[src/axi_slice_cfg.svh]
// width and reset-sync settings for the axi register slice, pulled in by `include wherever needed
`ifndef AXI_SLICE_CFG_SVH
`define AXI_SLICE_CFG_SVH

// --------------------------------------------------
// axi4 bus widths on the memory side
// --------------------------------------------------
`define AXI_ADDR_W 64   // byte address bits
`define AXI_DATA_W 512  // one beat, a full cache line
`define AXI_ID_W   4    // engine cluster transaction id

// --------------------------------------------------
// slice control
// --------------------------------------------------
// rising edges that stage_rst_n stays low after arst_n releases
`define SLICE_SYNC_CYCLES 2

// largest number of bursts tracked per direction
`define SLICE_MAX_OUTSTANDING 16

`endif

[src/axi_slice_pkg.sv]
// shared axi4 types for the register slice, imported by the slice modules and the testbench
`include "axi_slice_cfg.svh"

package axi_slice_pkg;

  // --------------------------------------------------
  // field types
  // --------------------------------------------------
  typedef logic [`AXI_ADDR_W-1:0]   axi_addr_t; // byte address
  typedef logic [`AXI_DATA_W-1:0]   axi_data_t; // one data beat
  typedef logic [`AXI_DATA_W/8-1:0] axi_strb_t; // one strobe per byte lane
  typedef logic [`AXI_ID_W-1:0]     axi_id_t;   // transaction id
  typedef logic [7:0]               axi_len_t;  // beats minus one
  typedef logic [1:0]               axi_resp_t; // okay, exokay, slverr, decerr

  // --------------------------------------------------
  // channel payloads
  // --------------------------------------------------
  typedef struct packed {
    axi_id_t    id;
    axi_addr_t  addr;
    axi_len_t   len;
    logic [2:0] size;   // log2 of bytes per beat
    logic [1:0] burst;  // fixed, incr, wrap
    logic       lock;
    logic [3:0] cache;  // memory type attributes
    logic [2:0] prot;
    logic [3:0] qos;
    logic [3:0] region;
  } ar_chan_t;

  // write address carries the same fields as read address
  typedef ar_chan_t aw_chan_t;

  typedef struct packed {
    axi_data_t data;
    axi_strb_t strb;
    logic      last; // final beat of the burst
  } w_chan_t;

  typedef struct packed {
    axi_id_t   id;
    axi_data_t data;
    axi_resp_t resp;
    logic      last;
  } r_chan_t;

  typedef struct packed {
    axi_id_t   id;
    axi_resp_t resp;
  } b_chan_t;

  // --------------------------------------------------
  // bundles, split by driving side
  // --------------------------------------------------
  typedef struct packed {
    ar_chan_t ar;
    aw_chan_t aw;
    w_chan_t  w;
    logic     ar_valid;
    logic     aw_valid;
    logic     w_valid;
    logic     r_ready;
    logic     b_ready;
  } axi_req_t; // master to slave

  typedef struct packed {
    r_chan_t r;
    b_chan_t b;
    logic    ar_ready;
    logic    aw_ready;
    logic    w_ready;
    logic    r_valid;
    logic    b_valid;
  } axi_rsp_t; // slave to master

  // reset sequencing in the slice control
  typedef enum logic [1:0] {
    ST_RESET, // arst_n asserted
    ST_SYNC,  // counting release cycles
    ST_RUN    // stages out of reset
  } slice_state_e;

endpackage

[src/axi_slice_ctrl.sv]
// reset release and outstanding-burst tracking for the register slice, one per slice top level
`include "axi_slice_cfg.svh"

module axi_slice_ctrl import axi_slice_pkg::*; (
  input  logic ap_clk,
  input  logic arst_n,
  input  logic ar_xfer,     // read address accepted from the engine
  input  logic r_last_xfer, // last read beat handed to the engine
  input  logic aw_xfer,     // write address accepted from the engine
  input  logic b_xfer,      // write response handed to the engine
  output logic stage_rst_n,
  output logic idle
);

  localparam int SYNC_LAST = `SLICE_SYNC_CYCLES - 1;
  localparam int SYNC_W    = $clog2(`SLICE_SYNC_CYCLES + 1);
  localparam int CNT_W     = $clog2(`SLICE_MAX_OUTSTANDING + 1);
  localparam int CNT_MAX   = `SLICE_MAX_OUTSTANDING;

  slice_state_e      state;
  logic [SYNC_W-1:0] sync_cnt; // edges seen since arst_n released
  logic [CNT_W-1:0]  rd_cnt;   // read bursts still owed data
  logic [CNT_W-1:0]  wr_cnt;   // write bursts still owed a response

  // --------------------------------------------------
  // reset release sequence
  // --------------------------------------------------
  always_ff @(posedge ap_clk or negedge arst_n) begin
    if (!arst_n) begin
      state       <= ST_RESET;
      sync_cnt    <= '0;
      stage_rst_n <= 1'b0;                     // stages drop immediately
    end else begin
      case (state)
        ST_RESET: begin
          state    <= ST_SYNC;
          sync_cnt <= SYNC_W'(1);              // first edge after release
        end
        ST_SYNC: begin
          if (sync_cnt == SYNC_W'(SYNC_LAST)) begin
            state       <= ST_RUN;
            stage_rst_n <= 1'b1;
          end else begin
            sync_cnt <= sync_cnt + 1'b1;
          end
        end
        ST_RUN:  stage_rst_n <= 1'b1;          // stays here until next arst_n
        default: state <= ST_RESET;
      endcase
    end
  end

  // --------------------------------------------------
  // outstanding bursts
  // --------------------------------------------------
  always_ff @(posedge ap_clk or negedge arst_n) begin
    if (!arst_n) begin
      rd_cnt <= '0;
      wr_cnt <= '0;
    end else begin
      if (ar_xfer && !r_last_xfer) rd_cnt <= rd_cnt + 1'b1;
      else if (!ar_xfer && r_last_xfer) rd_cnt <= rd_cnt - 1'b1;
      if (aw_xfer && !b_xfer) wr_cnt <= wr_cnt + 1'b1;
      else if (!aw_xfer && b_xfer) wr_cnt <= wr_cnt - 1'b1;
    end
  end

  assign idle = (rd_cnt == '0) && (wr_cnt == '0); // nothing in flight either way

  // a completion with nothing open means the top level miscounts its pulses
  a_rd_range: assert property (@(posedge ap_clk) disable iff (!arst_n)
    (r_last_xfer && !ar_xfer |-> rd_cnt != '0) and
    (ar_xfer && !r_last_xfer |-> rd_cnt < CNT_W'(CNT_MAX)));
  a_wr_range: assert property (@(posedge ap_clk) disable iff (!arst_n)
    (b_xfer && !aw_xfer |-> wr_cnt != '0) and
    (aw_xfer && !b_xfer |-> wr_cnt < CNT_W'(CNT_MAX)));

endmodule

[config.mk]
export PLATFORM = sky130hd
export DESIGN_NAME = axi_slice_ctrl
export DESIGN_NICKNAME = d
export VERILOG_FILES = /design/src/axi_slice_pkg.sv /design/src/axi_slice_ctrl.sv
export VERILOG_INCLUDE_DIRS = /design/src /design/src/src
export SDC_FILE = /design/constraint.sdc
export NUM_CORES = 1
export LEC_CHECK = 0
export CORE_UTILIZATION = 25
export DETAILED_ROUTE_END_ITERATION = 8
export DONT_BUFFER_PORTS = 1
export PLACE_DENSITY = 0.44
export SKIP_LAST_GASP = 1
export SLEW_MARGIN = 30
export SYNTH_ARGS = -nofsm -noshare
export SYNTH_HDL_FRONTEND = slang
export SYNTH_SLANG_ARGS = --single-unit
export TNS_END_PERCENT = 1
[constraint.sdc]
create_clock -name ap_clk -period 1.81 [get_ports ap_clk]
set_input_delay 0 -clock ap_clk [delete_from_list [all_inputs] [get_ports ap_clk]]
set_output_delay 0 -clock ap_clk [all_outputs]
set_load 0.1 [all_outputs]
# ---- Word level (Yosys, flattened, before mapping)
# Index checks and enable logic that the tools add are counted.
# W data, S select, Z words.
dict set report op_classes {
  mux 10
  bitwise 1
  eq_ne 5
  n_reduce_logical 19
  addsub 5
}
# operator count
set ops {}
lappend ops {{$mux W5} 4}
lappend ops {{$add A5 B1 Y5 const B} 2}
lappend ops {{$logic_not A5 Y1} 2}
lappend ops {{$sub A5 B1 Y5 const B} 2}
lappend ops {{$reduce_bool A2 Y1} 4}
lappend ops {{$pmux W2 S3} 1}
lappend ops {{$reduce_and A2 Y1} 3}
lappend ops {{$logic_and A1 B1 Y1} 5}
lappend ops {{$eq A2 B1 Y1 const B} 2}
lappend ops {{$logic_not A1 Y1} 4}
lappend ops {{$mux W2} 2}
lappend ops {{$ne A2 B2 Y1 const B} 2}
lappend ops {{$pmux W2 S2} 1}
lappend ops {{$add A2 B1 Y2 const B} 1}
lappend ops {{$eq A2 B2 Y1 const B} 1}
lappend ops {{$logic_not A2 Y1} 1}
lappend ops {{$pmux W1 S2} 1}
lappend ops {{$mux W1} 1}
lappend ops {{$not A1 Y1} 1}
dict set report word_totals {
  ff_bits 15
  inputBits 6
  word_cells 45
}

# ---- Depth between registers and ports, before layout
dict set report depth {
  ltp_word 4
  mapped_depth 8
  mapped_depth_nobuf 8
}

# ---- Worst setup path after synthesis
# No wires, ideal clock.
dict set report synth_path {
  path_type {register -> output}
  from {register rd_cnt[1]}
  to {output idle}
  arrival_ps 3785
  path_slack_ps -1975
  n_path_buf 0
  stages_incl_launch_ff 3
  cell_sequence {dfrtp_1 -> or4_1 -> nor4_1}
}
dict set report synth_between {
  elab_chain_cells 2
}
# item line_no
set synth_lines {}
lappend synth_lines {{from (decl)} axi_slice_ctrl.sv:22} ;# logic [CNT_W-1:0] rd_cnt;
lappend synth_lines {{from (signal assigned)} axi_slice_ctrl.sv:61} ;# if (ar_xfer && !r_last_xfer) rd_cnt <= rd_cnt + 1'b1;
lappend synth_lines {{from (signal assigned)} axi_slice_ctrl.sv:62} ;# else if (!ar_xfer && r_last_xfer) rd_cnt <= rd_cnt - 1'b1;
lappend synth_lines {{$logic_not A5 Y1} axi_slice_ctrl.sv:68} ;# assign idle = (rd_cnt == '0) && (wr_cnt == '0);
lappend synth_lines {{$logic_and A1 B1 Y1} axi_slice_ctrl.sv:68}
lappend synth_lines {{to (decl)} axi_slice_ctrl.sv:12} ;# output logic idle
# No other way between the ends.

# ---- Worst setup path in the final report
# Ends and elaborated chain as after synthesis.

==> flow_summary_export.csv <==
group,metric,value,unit
critical_path,end_kind,"primary output",
critical_path,r2r_cells,5,
global_route,grt_use_total,9.05,%
timing,worst_pin_slew,676,ps
drt,routed_wl,1390,µm
timing,fin_crit,1730,ps
synth,yosysTopAreaCell,"dfrtp_1",
cts,path_clk_slew,90,ps
layout,drive_gt1_share,14.8,%
layout,synthToLayoutAreaGrowth,16.9,%
hold_path,hold_class,"in -> reg",
floorplan,io_pins,8,
synth,synth.avg_cell_area,10.7,µm²
layout,regArea,377,µm²
floorplan,initial_core_util,26.0,%
synth,synth_edf_count,0,
power,power_leakage,0.455,nW
timing,slew_viol_final,0,
synth,synth_cells,81,
placed_design,port_buffers,0,
synth,synth-async-reset-ratio,100,%
synth,yosysTopAreaCellShare,43.3,%
timing,rsz0062_at_grt,"false",
timing,finalClockSkew,8.87,ps
timing,report.final.hold_viol_count,0,
critical_path,critPathLaunchType,"register",
timing,relSlewSlack,54.8,%
drt,vias_per_cell,4.18,
global_route,grt_max_degree,16,
floorplan,dieArea,3710,µm²
cts,cts_made_buffers,3,
cts,cts_tree,"done",
synth,synth-seq-cells,15,
synth,synth.most_common_cell,"dfrtp_1",
cts,cts_sinks,15,
critical_path,crit_fanout,4,
run,cap_violations,0,
drt,firstDrtPassIters,4,
drt,vias,560,
cts,cts_root_buf,"clkbuf_4",
synth,syn_nets,99,
timing,setup_violations,0,
drt,wl_per_cell,10.4,µm
floorplan,rows,21,
cts,clk_latency,280,ps
global_route,grt_pass1_wl,2370,µm
drt,first_iter_violations,5,
timing,finalCritPeriodShare,95.8,%
hold_path,holdPathStages,2,
floorplan,fp.dieW,60.9,µm
cts,clockBufferDepth,2,
layout,nets,107,
layout,multiInputGateArea,477,µm²
power,power.total,1.38,mW
synth,netlist_area,867,µm²
floorplan,die_h,60.9,µm
synth,yosysUniqueCellTypes,24,
layout,nFillCells,361,
placed_design,dp_hpwl,1110,µm
layout,diodes,0,
synth,synth_warnings,0,
critical_path,worstPathArrival,1730,ps
synth,yosysSeqAreaShare,43.3,%
synth,synth_common_cells,"dfrtp_1 (15), ha_1 (10), inv_1 (8)",
global_route,antenna_found_initial,0,
drt,antenna_left,0,
global_route,grt_pass1_vias,565,
critical_path,crit_required,1810,ps
synth,ys.flop_type,"dfrtp_1",
cts,htreeDepth,1,
synth,synthTopCellsByArea,"dfrtp_1 (43%), ha_1 (14%), xnor2_1 (5.1%)",
timing,fmax,576,MHz
critical_path,worstSetupPathType,"reg -> out",
drt,post-route-drc-count,0,
run_status,status,"completed",
global_route,overflow,0,
power,peakVddDrop,0.389,mV
floorplan,coreArea,3340,µm²
timing,hold_slack,65.6,ps
power,power_density,1360,nW/µm²
placed_design,place.gp.congestion,0.819,
layer usage:
metal	global-route usage, %	wire [µm]	part of all wire (%)
met5	0	0	0
met4	5.84	0	0
met3	1.92	14	1.0
met2	14.1	668	48
met1	11.3	706	51
kinds of logic (layout without fill, tap and decap cells):
logic type | count (synthesis) | after routing | share of synthesized area, %
compound gates | 17 | 17 | 11.1
xor+xnor | 8 | 8 | 8.08
fa+ha+maj | 12 | 12 | 19.0
buf+inv | 9 | 16 | 3.90
flops | 15 | 15 | 43.3
mux | 3 | 3 | 3.75
simple gates | 17 | 17 | 10.8
worst paths after layout:
check | start | end | slack [ps]
max in group asynchronous | arst_n | rd_cnt[0] | 1160
hold reg to reg | state[1] | state[0] | 470
setup reg to reg | wr_cnt[3] | wr_cnt[4] | 100
setup / recovery | rd_cnt[1] | idle | 80
hold / removal | ar_xfer | rd_cnt[0] | 70
min in group asynchronous | arst_n | sync_cnt[0] | 180
worst max-delay path: stages, from the launching register on:
cell and delay [ps]:
dfrtp_1 430, or4_1 600, nor4_4 210, buf_12 210
what timing repair did:
| action | in CTS | in global routing |
|---|---|---|
| setup buffers | 0 | 0 |
| resized for setup | 0 | 1 |
| endpoints found under the setup margin | 0 | 1 |
| hold endpoints to repair | 15 | 0 |
| hold buffers | 1 | 0 |
layout make-up:
cell class / instances / share of cell area [%]
multi-input cells: 57 / 47.0
clock buffers: 3 / 2.22
inverters: 8 / 2.96
repair buffers: 4 / 4.44
clock inverters: 1 / 0.494
flip-flops and latches: 15 / 37.2
well taps: 46 / 5.68
registers in the layout (all words and copies together), names as in the netlist:
register     count
stage_rst_n      1
sync_cnt         2
state            2
rd_cnt           5
wr_cnt           5
power breakdown:
part / leakage (nW) / switching [mW] / internal [mW]
registers: 0.172 / 0.120 / 0.456
logic: 0.266 / 0.290 / 0.323
clock network: 0.0177 / 0.107 / 0.0820
total: 0.455 / 0.517 / 0.861
metrics by stage:
stage / setup WS, ps / cell area (µm²) / TNS (ps) / utilization [%] / cells
finish: 75.2 / 1010 / 0 / 30.4 / 134
detailed placement: 125 / 975 / 0 / 29.2 / 129
floorplan: -154 / 886 / -154 / - / 81
CTS: 34.6 / 1010 / 0 / 30.3 / 134
global placement: 140 / 975 / 0 / 29.2 / 129
global route: 11.4 / 1010 / 0 / 30.4 / 134
cells in the final DEF, fill, tap and decap left out, drive strengths merged:
cell type and instances:
a21o 2, a21oi 6, a2bb2oi 1, and3 1
and3b 1, buf 3, clkbuf 3, clkinv 1
dfrtp 15, dlygate4sd3 1, fa 2, ha 10
inv 8, mux2 2, mux2i 1, nand2 5
nand3 3, nand3b 1, nor2 1, nor4 1
o21ai 7, o21bai 1, or2 1, or3 1
or4 2, xnor2 5, xor2 3
No activity file was read; power rests on OpenSTA's default activity.
