<file path="src/axi_skid_stage.sv">
// two-entry valid/ready register stage for one axi channel, instantiated once per channel
module axi_skid_stage #(
  parameter int WIDTH = 8 // payload bits of the channel
) (
  input  logic             ap_clk,
  input  logic             stage_rst_n,
  input  logic             in_valid,
  output logic             in_ready,
  input  logic [WIDTH-1:0] in_data,
  output logic             out_valid,
  input  logic             out_ready,
  output logic [WIDTH-1:0] out_data
);

  logic             accept;        // beat taken on the input side
  logic             main_load;     // main entry empty or draining this cycle
  logic             spare_valid;   // spare entry holds a stalled beat
  logic             spare_valid_d;
  logic             out_valid_d;
  logic [WIDTH-1:0] spare_data;    // beat caught while the output stalls

  assign accept    = in_valid & in_ready;
  assign main_load = ~out_valid | out_ready;

  // --------------------------------------------------
  // occupancy
  // --------------------------------------------------
  always_comb begin
    spare_valid_d = spare_valid;
    out_valid_d   = out_valid;
    if (main_load) begin
      spare_valid_d = 1'b0;                   // spare always drains first
      out_valid_d   = spare_valid | accept;
    end else if (accept) begin
      spare_valid_d = 1'b1;                   // output stalled, park the beat
    end
  end

  always_ff @(posedge ap_clk or negedge stage_rst_n) begin
    if (!stage_rst_n) begin
      out_valid   <= 1'b0;
      spare_valid <= 1'b0;
      in_ready    <= 1'b0;
    end else begin
      out_valid   <= out_valid_d;
      spare_valid <= spare_valid_d;
      in_ready    <= ~spare_valid_d;          // low only with both entries full
    end
  end

  // --------------------------------------------------
  // payload path
  // --------------------------------------------------
  always_ff @(posedge ap_clk) begin
    if (main_load) begin
      if (spare_valid) begin
        out_data <= spare_data;               // older beat goes out first
      end else if (accept) begin
        out_data <= in_data;
      end
    end
    if (accept && !main_load) begin
      spare_data <= in_data;
    end
  end

  // stalled beat must not change under the receiver
  a_out_stable: assert property (
    @(posedge ap_clk) disable iff (!stage_rst_n)
    out_valid && !out_ready |=> out_valid && $stable(out_data)
  );

  // with both entries full the offered beat has to wait unchanged
  a_hold_while_full: assert property (
    @(posedge ap_clk) disable iff (!stage_rst_n)
    out_valid && spare_valid && in_valid |=> in_valid && $stable(in_data)
  );

endmodule

</file>
<file path="config.mk">
export PLATFORM = sky130hd
export DESIGN_NAME = axi_skid_stage
export DESIGN_NICKNAME = d
export VERILOG_FILES = /design/src/axi_skid_stage.sv
export SDC_FILE = /design/constraint.sdc
export NUM_CORES = 1
export LEC_CHECK = 0
export ABC_AREA = 1
export BUFFER_PORTS_ARGS = -buffer_cell sky130_fd_sc_hd__buf_2
export CORE_MARGIN = 2
export CORE_UTILIZATION = 47
export DETAILED_ROUTE_END_ITERATION = 10
export PLACE_DENSITY = 0.74
export SYNTH_ARGS = -nofsm -noshare
export SYNTH_HDL_FRONTEND = slang
export SYNTH_SLANG_ARGS = --single-unit
export TNS_END_PERCENT = 1
</file>
<file path="constraint.sdc">
create_clock -name ap_clk -period 1.5 [get_ports ap_clk]
set_clock_uncertainty 0.1 [all_clocks]
set_input_delay 0.075 -clock ap_clk [delete_from_list [all_inputs] [get_ports ap_clk]]
set_output_delay 0.075 -clock ap_clk [all_outputs]
set_load 0.02 [all_outputs]
</file>
# After elaboration in Yosys (flattened, before gate mapping)
# Cells that the tools add are included.
[word_totals] ff_bits=19 in_bits=12 word_cells=18
[classes] muxes=4 n_bitwise=5 reduce_logical=4
[op_table] cell="2-to-1 mux 8 bit" count=2
[op_table] cell="2-to-1 mux 1 bit" count=2
[op_table] cell="inverter 1 bit" count=2
[op_table] cell="bitwise OR 1 bit" count=2
[op_table] cell="AND reduction 2 bit" count=1
[op_table] cell="nonzero test 2 bit" count=1
[op_table] cell="bitwise AND 1 bit" count=1
[op_table] cell="logical AND 1 bit" count=1
[op_table] cell="logical NOT 1 bit" count=1

# Logic depth before layout (Yosys ltp)
# Gate-level depths: netlist of the first run.
[depth] word_depth=4 mapped_depth=5

# Worst setup path after synthesis of the first run
# Ideal clock, no wire load.
[synth_timing] path_kind="flip-flop to flip-flop" startpoint="register in_ready" endpoint="register spare_data[0] (enable)" arrival_time_ns=0.977 slack_ns=0.053 stages_incl_launch_ff=3 synth_period_minus_slack_ns=1.447 path_cell_list="dfrtp_1 -> nand2_1 -> nor2_1"
[synth_via] elab_chain_cells=2
[synth_lines] item="start: declaration" line="8" source="output logic in_ready,"
[synth_lines] item="start signal: assignment" line="47" source="in_ready <= ~spare_valid_d;"
[synth_lines] item="bitwise AND 1 bit" line="22" source="assign accept = in_valid & in_ready;"
[synth_lines] item="logical AND 1 bit" line="62" source="if (accept && !main_load) begin"
[synth_lines] item="end signal: assignment" line="63" source="spare_data <= in_data;"
[synth_lines] item="end: declaration" line="20" source="logic [WIDTH-1:0] spare_data;"
# Every way passes these cells.
# A chain may end at the register's enable or synchronous reset.

# Worst setup path after layout of the first run
[layout_timing] startpoint="register in_ready" endpoint="register out_data[4] (enable)"
[layout_via] elab_chain_cells=3
[layout_lines] item="bitwise AND 1 bit" line="22"
[layout_lines] item="nonzero test 2 bit (no line)"
[layout_lines] item="AND reduction 2 bit (no line)"
[layout_lines] item="end signal: assignment" line="57" source="out_data <= spare_data;"
[layout_lines] item="end signal: assignment" line="59" source="out_data <= in_data;"
[layout_lines] item="end: declaration" line="12" source="output logic [WIDTH-1:0] out_data"
# Every way passes these cells.

==> impl_summary.txt, run 1 <==
----------------------------------------------------
[Run status]
  Outcome ... finished, violations left
  Violations in the final reports ... hold timing

[Clock network]
  Setup fix buffers added after clock tree synthesis ... 0
  CTS Root Cell ... clkbuf_4
  Htree depth ... 1
  Clock buffer count from CTS ... 3
  Clock tree from TritonCTS ... yes
  Clock insertion delay at the later pin of the skew report ... ~290 ps
  Buffers from clock root to sink, at most ... 2
  Number of gates resized after CTS ... 0
  CTS clk-pin slew, worst paths ... around 100 ps
  Clock Sink Count ... 19

[Placement]
  Buffers on Ports ... 21
  Total placed instance area ... 852.1 sq um
  RD Place Congestion ... roughly 0.65
  Detail Placement HPWL ... 942.4 um

[Drt]
  Post-detailed-route DRC marker count ... 0
  Final ANT Viol Nets ... 0
  Detailed-routing iteration count for the pre-antenna-repair pass ... 2
  Via density per instance ... approximately 4.7
  Per-cell routed wire length ... around 12 um
  Final routed wirelength across all metal layers ... 1.366 mm
  Via count ... around 520
  Initial detailed-routing violation count ... 2

[Finish]
  Count of fill cells added during filler insertion ... ~110
  Register Area ... around 560 sq um
  Synth-to-layout area growth ... 36.00%
  Number of nets in the finished design ... about 110
  Proportion of layout cells with a drive suffix above 1 ... between 30% and 40%
  Antenna diode count ... 0
  Final design instance area without fill ... 978.4 sq um
  Area taken by multi-input logic gates ... 126.4 sq um

[Global routing]
  Number of global-route vias before repair ... 553
  Pin count of the biggest net entering global routing ... 11
  Wire length of the first global-routing pass ... 2.304 mm
  Antenna violations before repair ... 0
  Total GRT Usage ... 17.43%
  Total global routing overflow ... 0

[Flow run]
  Max_cap viols ... 0

[Timing]
  Count of final setup violators ... 0
  Min Clock Period, post-route ... ~1300 ps
  Hold Vio Cnt, Final ... 1
  Max-slew violation count ... 0
  Normalized max-slew margin ... 80.66%
  Fraction of the cycle the final worst path needs ... a little under nine tenths
  Post-route worst hold slack ... -3.422 ps
  Highest attainable clock frequency ... between 700 and 800 MHz
  Actual transition at the worst max-transition pin ... around 290 ps
  Setup repair after global routing missed its margin ... no
  Post-Route Setup TNS ... 0 ps

[Hold path]
  Worst hold-check path type ... in -> reg

[Critical path]
  Critical path origin ... in_ready
  Cell family with the largest share of critical-path delay ... flip-flops
  Arrival time of data at the critical path endpoint ... ~1200 ps
  Cell Chain, Critical Path ... nand2_1 > nand2_1 > nand2_1 > inv_1
  Capture instance of the worst register-to-register path ... out_data[4]
  Cell with the most instances on the worst path ... nand2_1
  Crit Reg-Reg Startpoint ... in_ready
  CP startpoint kind ... flop
  CP bufs+invs ... 1
  Maximum fanout along the worst path ... 8
  Slowest-stage cell, CP ... dfrtp_1
  Worst Path Required ... between 1000 and 1500 ps
  Nature of the critical path endpoint ... flop
  Setup slack, reg-to-reg ... between 200 and 250 ps
  Critical Path Max Stage Delay ... around 360 ps
  Cell depth of the worst flop-to-flop path ... 4
  Total number of cells along the worst setup path ... 4
  Last element of the critical path ... out_data[4]
  Critical path type ... reg -> reg

[Die]
  Effective utilization at floorplan ... 48.89%
  Die outline area ... 1860 sq um
  Count of standard-cell rows ... 14
  Standard cell core area ... around 1500 sq um
  Die X-Extent ... roughly 43 um
  Number of top-level pins ... 22
  Chip Height ... 43.13 um

[Power and ir drop]
  Power density of the placed cells ... 1112 nW/um^2
  Peak ir drop on the vdd network ... 682.0 uV
  Leakage power figure ... ~0.00045 uW

[Synthesis]
  Flip-flop and latch count after synthesis ... 19
  Top area cells in the synthesized netlist ... edfxtp_1 67%, nand2_1 15%, dfrtp_1 10%
  Syn Area/Cell ... approximately 13 sq um
  Synth cell types ... 9
  Synthesized netlist cell count ... between 50 and 60
  YS warnings ... 0
  Share of synthesized area occupied by flip-flops and latches ... approximately 77%
  Area of the mapped netlist ... 719.4 sq um
  Top cell type's share of synthesized area ... between 60% and 70%
  Net count after synthesis ... slightly below 70
  Cell taking the most area after synthesis ... edfxtp_1

----------------------------------------------------
-- per-stage QoR --
step	total power [uW]	hold WS (ps)	util, %	std cells	setup slack [ps]
floorplan	765.9	-320.6	-	57	52.96
global placement	824.2	-229.0	57.91	96	293.4
detailed placement	833.5	-228.3	57.91	96	227.5
CTS	1090	0.4566	66.50	110	210.4
global route	1130	26.42	66.50	110	129.7
finish	1088	-3.422	66.50	110	216.8
-- flip-flops by register name, indices dropped and copies added, names as in the netlist --
signal,flops
spare_data,8
spare_valid,1
out_data,8
out_valid,1
in_ready,1
-- routing by layer --
metal / GRT usage [%] / vias to the layer above / part of all wire [%]
met2: 29.25 / 19 / 50
met1: 20.40 / 237 / 42
met4: 9.697 / 0 / 2.8
li1: - / 257 / -
met5: 0 / - / 0
met3: 3.830 / 4 / 5.1
-- cell type report --
| cell class | count | area share, % |
|---|---|---|
| clock buffer | 4 | 2.685 |
| sequential | 19 | 56.78 |
| timing repair buffer | 35 | 24.04 |
| multi-input combinational | 32 | 12.92 |
| inverter | 4 | 1.535 |
| tap | 16 | 2.046 |
-- worst min path at each step --
stage,from,endpoint,slack (ps),cells after the start
global placement,stage_rst_n,in_ready,-230,1
floorplan,stage_rst_n,in_ready,-320,0
global route,in_valid,spare_valid,30,3
detailed placement,stage_rst_n,spare_valid,-230,1
CTS,out_ready,spare_valid,0.5,4
finish,out_ready,spare_valid,-3,4
-- where the power goes --
group          internal, uW  total [uW]  switching [uW]
combinational          76.0         199             123
sequential              630         643            12.4
clock                   103         247             143
-- worst reg2reg max path: cells and delay by family, from the launching register on --
kind	cells	cell delay, ps
buf+inv	1	230
flops	1	360
simple gates	3	280
-- cell usage in the layout (no fill, tap or decap) --
| cell | instances |
|---|---|
| buf_4 | 4 |
| inv_2 | 1 |
| nand2_1 | 29 |
| dfrtp_1 | 3 |
| dlygate4sd3_1 | 10 |
| nand3_1 | 1 |
| buf_2 | 21 |
| edfxtp_1 | 16 |
| nor2_1 | 1 |
| inv_1 | 3 |
| a21oi_2 | 1 |
| clkbuf_4 | 3 |
| clkbuf_1 | 1 |
-- logic make-up (layout without fill, tap and decap cells) --
kind of cell           after synthesis  count (layout)  share of synthesized area, %
and+or+nand+nor                     31              31                         16.35
AOI/OAI and AO/OA                    1               1                         1.218
buffers and inverters                6              43                         5.217
DFF                                 19              19                         77.22
-- repair_timing --
item	in CTS	in global routing
hold buffers	10	0
endpoints found under the setup margin	0	0
endpoints found under the hold margin	18	0
-- Yosys cell counts --
library cell / number
inv_2: 1
nor2_1: 1
edfxtp_1: 16
nand2_1: 29
inv_1: 3
a21oi_2: 1
buf_6: 2
nand3_1: 1
dfrtp_1: 3
No activity file was read; power rests on OpenSTA's default activity.
==> run 2, diff against run 1 <==
--- a/config.mk
+++ b/config.mk
@@ -11,6 +11,7 @@
 export CORE_UTILIZATION = 47
 export DETAILED_ROUTE_END_ITERATION = 10
 export PLACE_DENSITY = 0.74
+export REMOVE_ABC_BUFFERS = 1
 export SYNTH_ARGS = -nofsm -noshare
 export SYNTH_HDL_FRONTEND = slang
 export SYNTH_SLANG_ARGS = --single-unit
==> constraint.sdc (replaced) <==
create_clock -name ap_clk -period 1.5 [get_ports ap_clk]
set_clock_uncertainty 0.1 [all_clocks]
set_input_delay 0.075 -clock ap_clk [delete_from_list [all_inputs] [get_ports ap_clk]]
set_output_delay 0.075 -clock ap_clk [all_outputs]
set_load 0.1 [all_outputs]
==> run 2 against run 1 <==
The run now ends clean. Power up 18%. Die area unchanged. First-iteration DRC count rose to 7.0 times the previous value. Sequential cell count stayed put. Sequential power hardly changed. Maximum frequency down 9.8%. Clock power about the same. Sequential share of layout area decreased by 1.9 points. Via count grew 0.19%. Non-clock buffer count is 3 higher.
==> impl_summary.txt, run 2 (synthesis gave the netlist of run 1 again) <==
----------------------------------------------------
[Flow run]
  Max_cap viols ... 0

[Finish]
  Registers with the most flip-flops ... out_data: 8 flops, spare_data: 8 flops
  Number of nets in the finished design ... 110
  Synth-to-layout area growth ... 40.70%
  Final design utilization ... around 69%
  Most frequent standard cell in the layout excluding fill and tap cells ... nand2_1
  Final design instance area without fill ... ~1000 sq um
  Proportion of layout cells with a drive suffix above 1 ... ~31%
  Most used cells in the layout excluding fill and tap cells ... 29 x nand2_1, 21 x buf_2, 16 x edfxtp_1, 13 x dlygate4sd3_1
  Antenna diode count ... 0

[Placement]
  RD Place Congestion ... around 0.7
  Detail Placement HPWL ... 842.8 um
  Buffers on Ports ... 21
  Total placed instance area ... approximately 850 sq um
  Pre-CTS setup slack ... 251.3 ps

[Global routing]
  Antenna violations before repair ... 0
  Wire length of the first global-routing pass ... around 2.2 mm
  Total global routing overflow ... 0
  Pin count of the biggest net entering global routing ... 11
  Number of global-route vias before repair ... 553
  Total GRT Usage ... 16.83%

[Die]
  Effective utilization at floorplan ... between 40% and 50%
  Number of top-level pins ... 22
  Standard cell core area ... 1471 sq um
  Chip Height ... ~43 um
  Die X-Extent ... ~43 um
  Count of standard-cell rows ... 14
  Die outline area ... 1860 sq um

[Clock network]
  Clock insertion delay at the later pin of the skew report ... around 290 ps
  CTS Root Cell ... clkbuf_4
  Clock buffer count from CTS ... 3
  CTS clk-pin slew, worst paths ... approximately 100 ps
  Htree depth ... 1
  Buffers from clock root to sink, at most ... 2
  Clock Sink Count ... 19
  Clock tree from TritonCTS ... yes

[Power and ir drop]
  Internal power ... 817.4 uW
  Leakage power figure ... ~0.00047 uW
  Comb power frac ... slightly above 30%
  Sequential cell fraction of total power ... between 50% and 60%
  Power density of the placed cells ... 1270 nW/um^2
  Net switching power ... between 400 and 500 uW
  Peak ir drop on the vdd network ... around 860 uV
  Clock group share of total power ... about 19%
  Fraction of power spent switching nets ... ~36%

[Hold path]
  Worst hold-check path type ... in -> reg
  Hold Crit Depth ... 2

[Drt]
  Via count ... slightly above 500
  Via density per instance ... about 4.6
  Per-cell routed wire length ... around 12 um
  Detailed-routing iteration count for the pre-antenna-repair pass ... 4
  Post-detailed-route DRC marker count ... 0
  Initial detailed-routing violation count ... 14
  Final ANT Viol Nets ... 0
  Final routed wirelength across all metal layers ... around 1.4 mm

[Timing]
  Hold Vio Cnt, Final ... 0
  Setup ws final ... between 70 and 80 ps
  Max-slew violation count ... 0
  Post-route worst hold slack ... between 300 and 400 ps
  Setup repair after global routing missed its margin ... no
  Fraction of the cycle the final worst path needs ... between 90% and 100%
  Min Clock Period, post-route ... around 1400 ps
  Actual transition at the worst max-transition pin ... 505.9 ps
  Normalized max-slew margin ... between 60 and 70%
  Highest attainable clock frequency ... roughly 700 MHz
  Count of final setup violators ... 0

[Critical path]
  Critical path type ... reg -> reg
  CP startpoint kind ... flop
  Maximum fanout along the worst path ... 10
  Arrival time of data at the critical path endpoint ... 1500 ps
  Worst Path Required ... about 1600 ps
  Nature of the critical path endpoint ... flop
  Cell depth of the worst flop-to-flop path ... 4

[Run status]
  Outcome ... complete, no violations

----------------------------------------------------
==> run 2: cell count changes in the layout (fill, tap and decap cells not counted) <==
cell / before / now
dlygate4sd3_1: 10 / 13
buf_4: 4 / 3
buf_6: 0 / 1
==> run 2: worst paths after layout <==
| path | startpoint | to | slack (ps) |
|---|---|---|---|
| setup / recovery | spare_valid | spare_valid | 80 |
| hold / removal | in_data[1] | spare_data[1] | 390 |
| setup reg to reg | spare_valid | spare_valid | 80 |
| hold reg to reg | spare_data[3] | out_data[3] | 430 |
| max in group asynchronous | stage_rst_n | out_valid | 570 |
| min in group asynchronous | stage_rst_n | in_ready | 570 |
==> run 2: area by class of cell <==
class                   instances  area, sq um
flip-flops and latches         19        555.5
fillers                       122        459.2
repair buffers                 38        269.0
multi-input cells              32        126.4
clock buffers                   4        26.28
well taps                      16        20.02
inverters                       4        15.01
==> run 2: timing repair <==
action | in CTS | in global routing
hold buffers | 13 | 0
buffers inserted | 0 | 0
endpoints found under the hold margin | 21 | 0
endpoints found under the setup margin | 0 | 1
gates resized for setup | 0 | 1
==> run 2: power by group through the flow <==
| stage | clock [uW] | combinational (uW) | sequential [uW] |
|---|---|---|---|
| 4_1_cts | 255 | 390 | 643 |
| 3_3_place_gp | 0 | 358 | 653 |
| 2_1_floorplan | 0 | 54.6 | 885 |
| 6_report | 248 | 395 | 643 |
| 5_1_grt | 267 | 415 | 647 |
| 3_5_place_dp | 0 | 362 | 655 |
==> run 2: metal layers <==
| layer | track usage [%] | routed length [um] | vias up | part of all wire (%) |
|---|---|---|---|---|
| li1 | - | - | 268 | - |
| met1 | 20.17 | 562 | 228 | 41 |
| met2 | 29.55 | 707 | 22 | 52 |
| met3 | 2.553 | 102 | 0 | 7.4 |
| met4 | 7.273 | 0 | 0 | 0 |
| met5 | 0 | 0 | - | 0 |
==> run 2: worst max-delay path: stages (launching register included) <==
cell and delay, ps:
dfrtp_1 390, inv_2 70, buf_6 140, a21oi_2 60, dlygate4sd3_1 560
==> run 2: per-stage QoR <==
step	std cells	total power, uW	setup TNS (ps)
CTS	113	1289	0
floorplan	55	939.4	-7935
global placement	96	1011	0
finish	113	1285	0
global route	113	1330	0
detailed placement	96	1017	0
==> run 3, diff against run 2 <==
==> config.mk (replaced) <==
export PLATFORM = sky130hd
export DESIGN_NAME = axi_skid_stage
export DESIGN_NICKNAME = d
export VERILOG_FILES = /design/src/axi_skid_stage.sv
export SDC_FILE = /design/constraint.sdc
export NUM_CORES = 1
export LEC_CHECK = 0
export ABC_AREA = 1
export CORE_AREA = 2 2 39 41
export DETAILED_ROUTE_END_ITERATION = 10
export DIE_AREA = 0 0 41 43
export DONT_BUFFER_PORTS = 1
export PLACE_DENSITY = 0.69
export REMOVE_ABC_BUFFERS = 1
export SYNTH_ARGS = -nofsm -noshare
export SYNTH_HDL_FRONTEND = slang
export SYNTH_SLANG_ARGS = --single-unit
==> constraint.sdc (replaced) <==
create_clock -name ap_clk -period 1.6 [get_ports ap_clk]
set_clock_uncertainty 0.1 [all_clocks]
set_input_delay 0.08 -clock ap_clk [delete_from_list [all_inputs] [get_ports ap_clk]]
set_output_delay 0.08 -clock ap_clk [all_outputs]
set_load 0.1 [all_outputs]
==> run 3 against run 2 <==
Sequential power decreased by 5.1%. Utilization rose by 1.5 points. Clock power shrank 10%. Largest cell class unchanged. Sequential cell count unchanged. Routed wire length decreased by 7.1%.
==> impl_summary.txt, run 3 (synthesis gave the netlist of run 1 again) <==
----------------------------------------------------
[Run status]
  Outcome ... complete, no violations

[Finish]
  Most used cells in the layout excluding fill and tap cells ... 29 x nand2_1, 16 x edfxtp_1, 13 x dlygate4sd3_1, 13 x buf_4
  Final design utilization ... between 70% and 80%
  Area taken by multi-input logic gates ... 126.4 sq um
  Synth-to-layout area growth ... 35.13%
  Register Area ... 556.8 sq um
  Most frequent standard cell in the layout excluding fill and tap cells ... nand2_1
  Count of placed standard cells in the final layout, fillers left out ... just over 100
  Final design instance area without fill ... 972.2 sq um
  Count of fill cells added during filler insertion ... 97
  Registers with the most flip-flops ... out_data: 8 flops, spare_data: 8 flops
  Proportion of layout cells with a drive suffix above 1 ... around 22%
  Antenna diode count ... 0
  Number of nets in the finished design ... 98

[Drt]
  Initial detailed-routing violation count ... 13
  Per-cell routed wire length ... between 10 and 15 um
  Final routed wirelength across all metal layers ... 1.274 mm
  Via count ... 495
  Final ANT Viol Nets ... 0
  Via density per instance ... 4.901
  Detailed-routing iteration count for the pre-antenna-repair pass ... 4
  Post-detailed-route DRC marker count ... 0

[Timing]
  Setup repair after global routing missed its margin ... no
  Highest attainable clock frequency ... 648.4 MHz
  Post-Route Setup TNS ... 0 ps
  Hold Vio Cnt, Final ... 0
  Actual transition at the worst max-transition pin ... 274.3 ps
  Min Clock Period, post-route ... 1542 ps
  Fraction of the cycle the final worst path needs ... between 90% and 100%
  Normalized max-slew margin ... between 80% and 90%
  Count of final setup violators ... 0
  Max-slew violation count ... 0

[Clock network]
  Clock tree from TritonCTS ... yes
  Clock Sink Count ... 19
  Clock insertion delay at the later pin of the skew report ... 280 ps
  Buffers from clock root to sink, at most ... 2
  Setup fix buffers added after clock tree synthesis ... 0
  CTS Root Cell ... clkbuf_4
  Htree depth ... 1
  Clock buffer count from CTS ... 3
  CTS clk-pin slew, worst paths ... ~100 ps

[Critical path]
  Total number of cells along the worst setup path ... 4
  Critical Path Max Stage Delay ... ~550 ps
  Slowest-stage cell, CP ... dlygate4sd3_1
  Critical path origin ... spare_valid
  Cell family with the largest share of critical-path delay ... buffers and inverters
  Critical path type ... reg -> reg
  Setup slack, reg-to-reg ... a little under 60 ps
  Cell Chain, Critical Path ... inv_2 > buf_4 > a21oi_2 > dlygate4sd3_1
  Worst Path Required ... 1670 ps
  Nature of the critical path endpoint ... flop
  Cell depth of the worst flop-to-flop path ... 4
  Capture instance of the worst register-to-register path ... spare_valid
  CP bufs+invs ... 3
  Maximum fanout along the worst path ... 10
  Crit Reg-Reg Startpoint ... spare_valid
  Arrival time of data at the critical path endpoint ... 1610 ps
  CP startpoint kind ... flop

[Hold path]
  Hold Crit Depth ... 1
  Worst Hold End ... spare_data[3]
  Worst hold-check path type ... in -> reg
  Startpoint of the tightest hold check path ... in_data[3]

[Global routing]
  Wire length of the first global-routing pass ... ~2.0 mm
  Total GRT Usage ... between 10% and 20%
  Pin count of the biggest net entering global routing ... 11
  Total global routing overflow ... 0
  Number of global-route vias before repair ... 486
  Antenna violations before repair ... 0

[Die]
  Die X-Extent ... ~41 um
  Effective utilization at floorplan ... 51.99%
  Standard cell core area ... approximately 1400 sq um
  Number of top-level pins ... 22
  Die outline area ... 1763 sq um
  Chip Height ... around 43 um
  Count of standard-cell rows ... 14

[Placement]
  Total placed instance area ... around 810 sq um
  Buffers on Ports ... 0
  Number of instances in the placed design ... 84
  RD Place Congestion ... 0.8465

[Power and ir drop]
  Leakage power figure ... about 0.00043 uW
  Power density of the placed cells ... roughly 1200 nW/um^2
  Peak ir drop on the vdd network ... roughly 950 uV
  Overall power consumption ... about 1200 uW

[Flow run]
  Max_cap viols ... 0

----------------------------------------------------
## run 3: cell types whose count changed in the layout (fill, tap and decap cells not counted), sizes merged
cell,before,now
buf,25,13
## run 3: worst max-delay path by stage
stage                                to  slack (ps)
after detailed placement    out_data[4]         280
after global placement      out_data[4]         320
after CTS                   spare_valid          40
final                       spare_valid          60
after floorplan           spare_data[0]        -460
after global routing        spare_valid          20
## run 3: where the power goes
group | switching, uW | internal [uW]
Combinational | 280 | 81.8
Sequential | 18.1 | 591
Clock | 126 | 96.6
## run 3: layout make-up
cell class,count,share of cell area [%]
inverter,4,1.544
sequential,19,57.27
multi-input combinational,32,13.00
clock buffer,4,2.703
timing repair buffer,26,23.42
tap,16,2.059
## run 3: per-layer routing
layer | vias to the layer above | global-route usage (%) | part of all wire (%)
li1 | 242 | - | -
met1 | 224 | 20.45 | 39
met2 | 23 | 29.38 | 54
met3 | 6 | 3.141 | 5.2
met4 | 0 | 10.00 | 2.5
met5 | - | 0 | 0
## run 3: repair_timing
action                                  4_1_cts  5_1_grt
endpoints found under the hold margin        22        0
endpoints found under the setup margin        0        1
hold buffers                                 13        0
resized for setup                             0        1
## run 3: through the flow
| step | worst slack [ps] | hold slack, ps |
|---|---|---|
| floorplan | -460.5 | -315.6 |
| global placement | 318.6 | -315.5 |
| detailed placement | 278.5 | -315.5 |
| CTS | 36.65 | 348.7 |
| global route | 24.28 | 347.8 |
| finish | 57.81 | 357.5 |
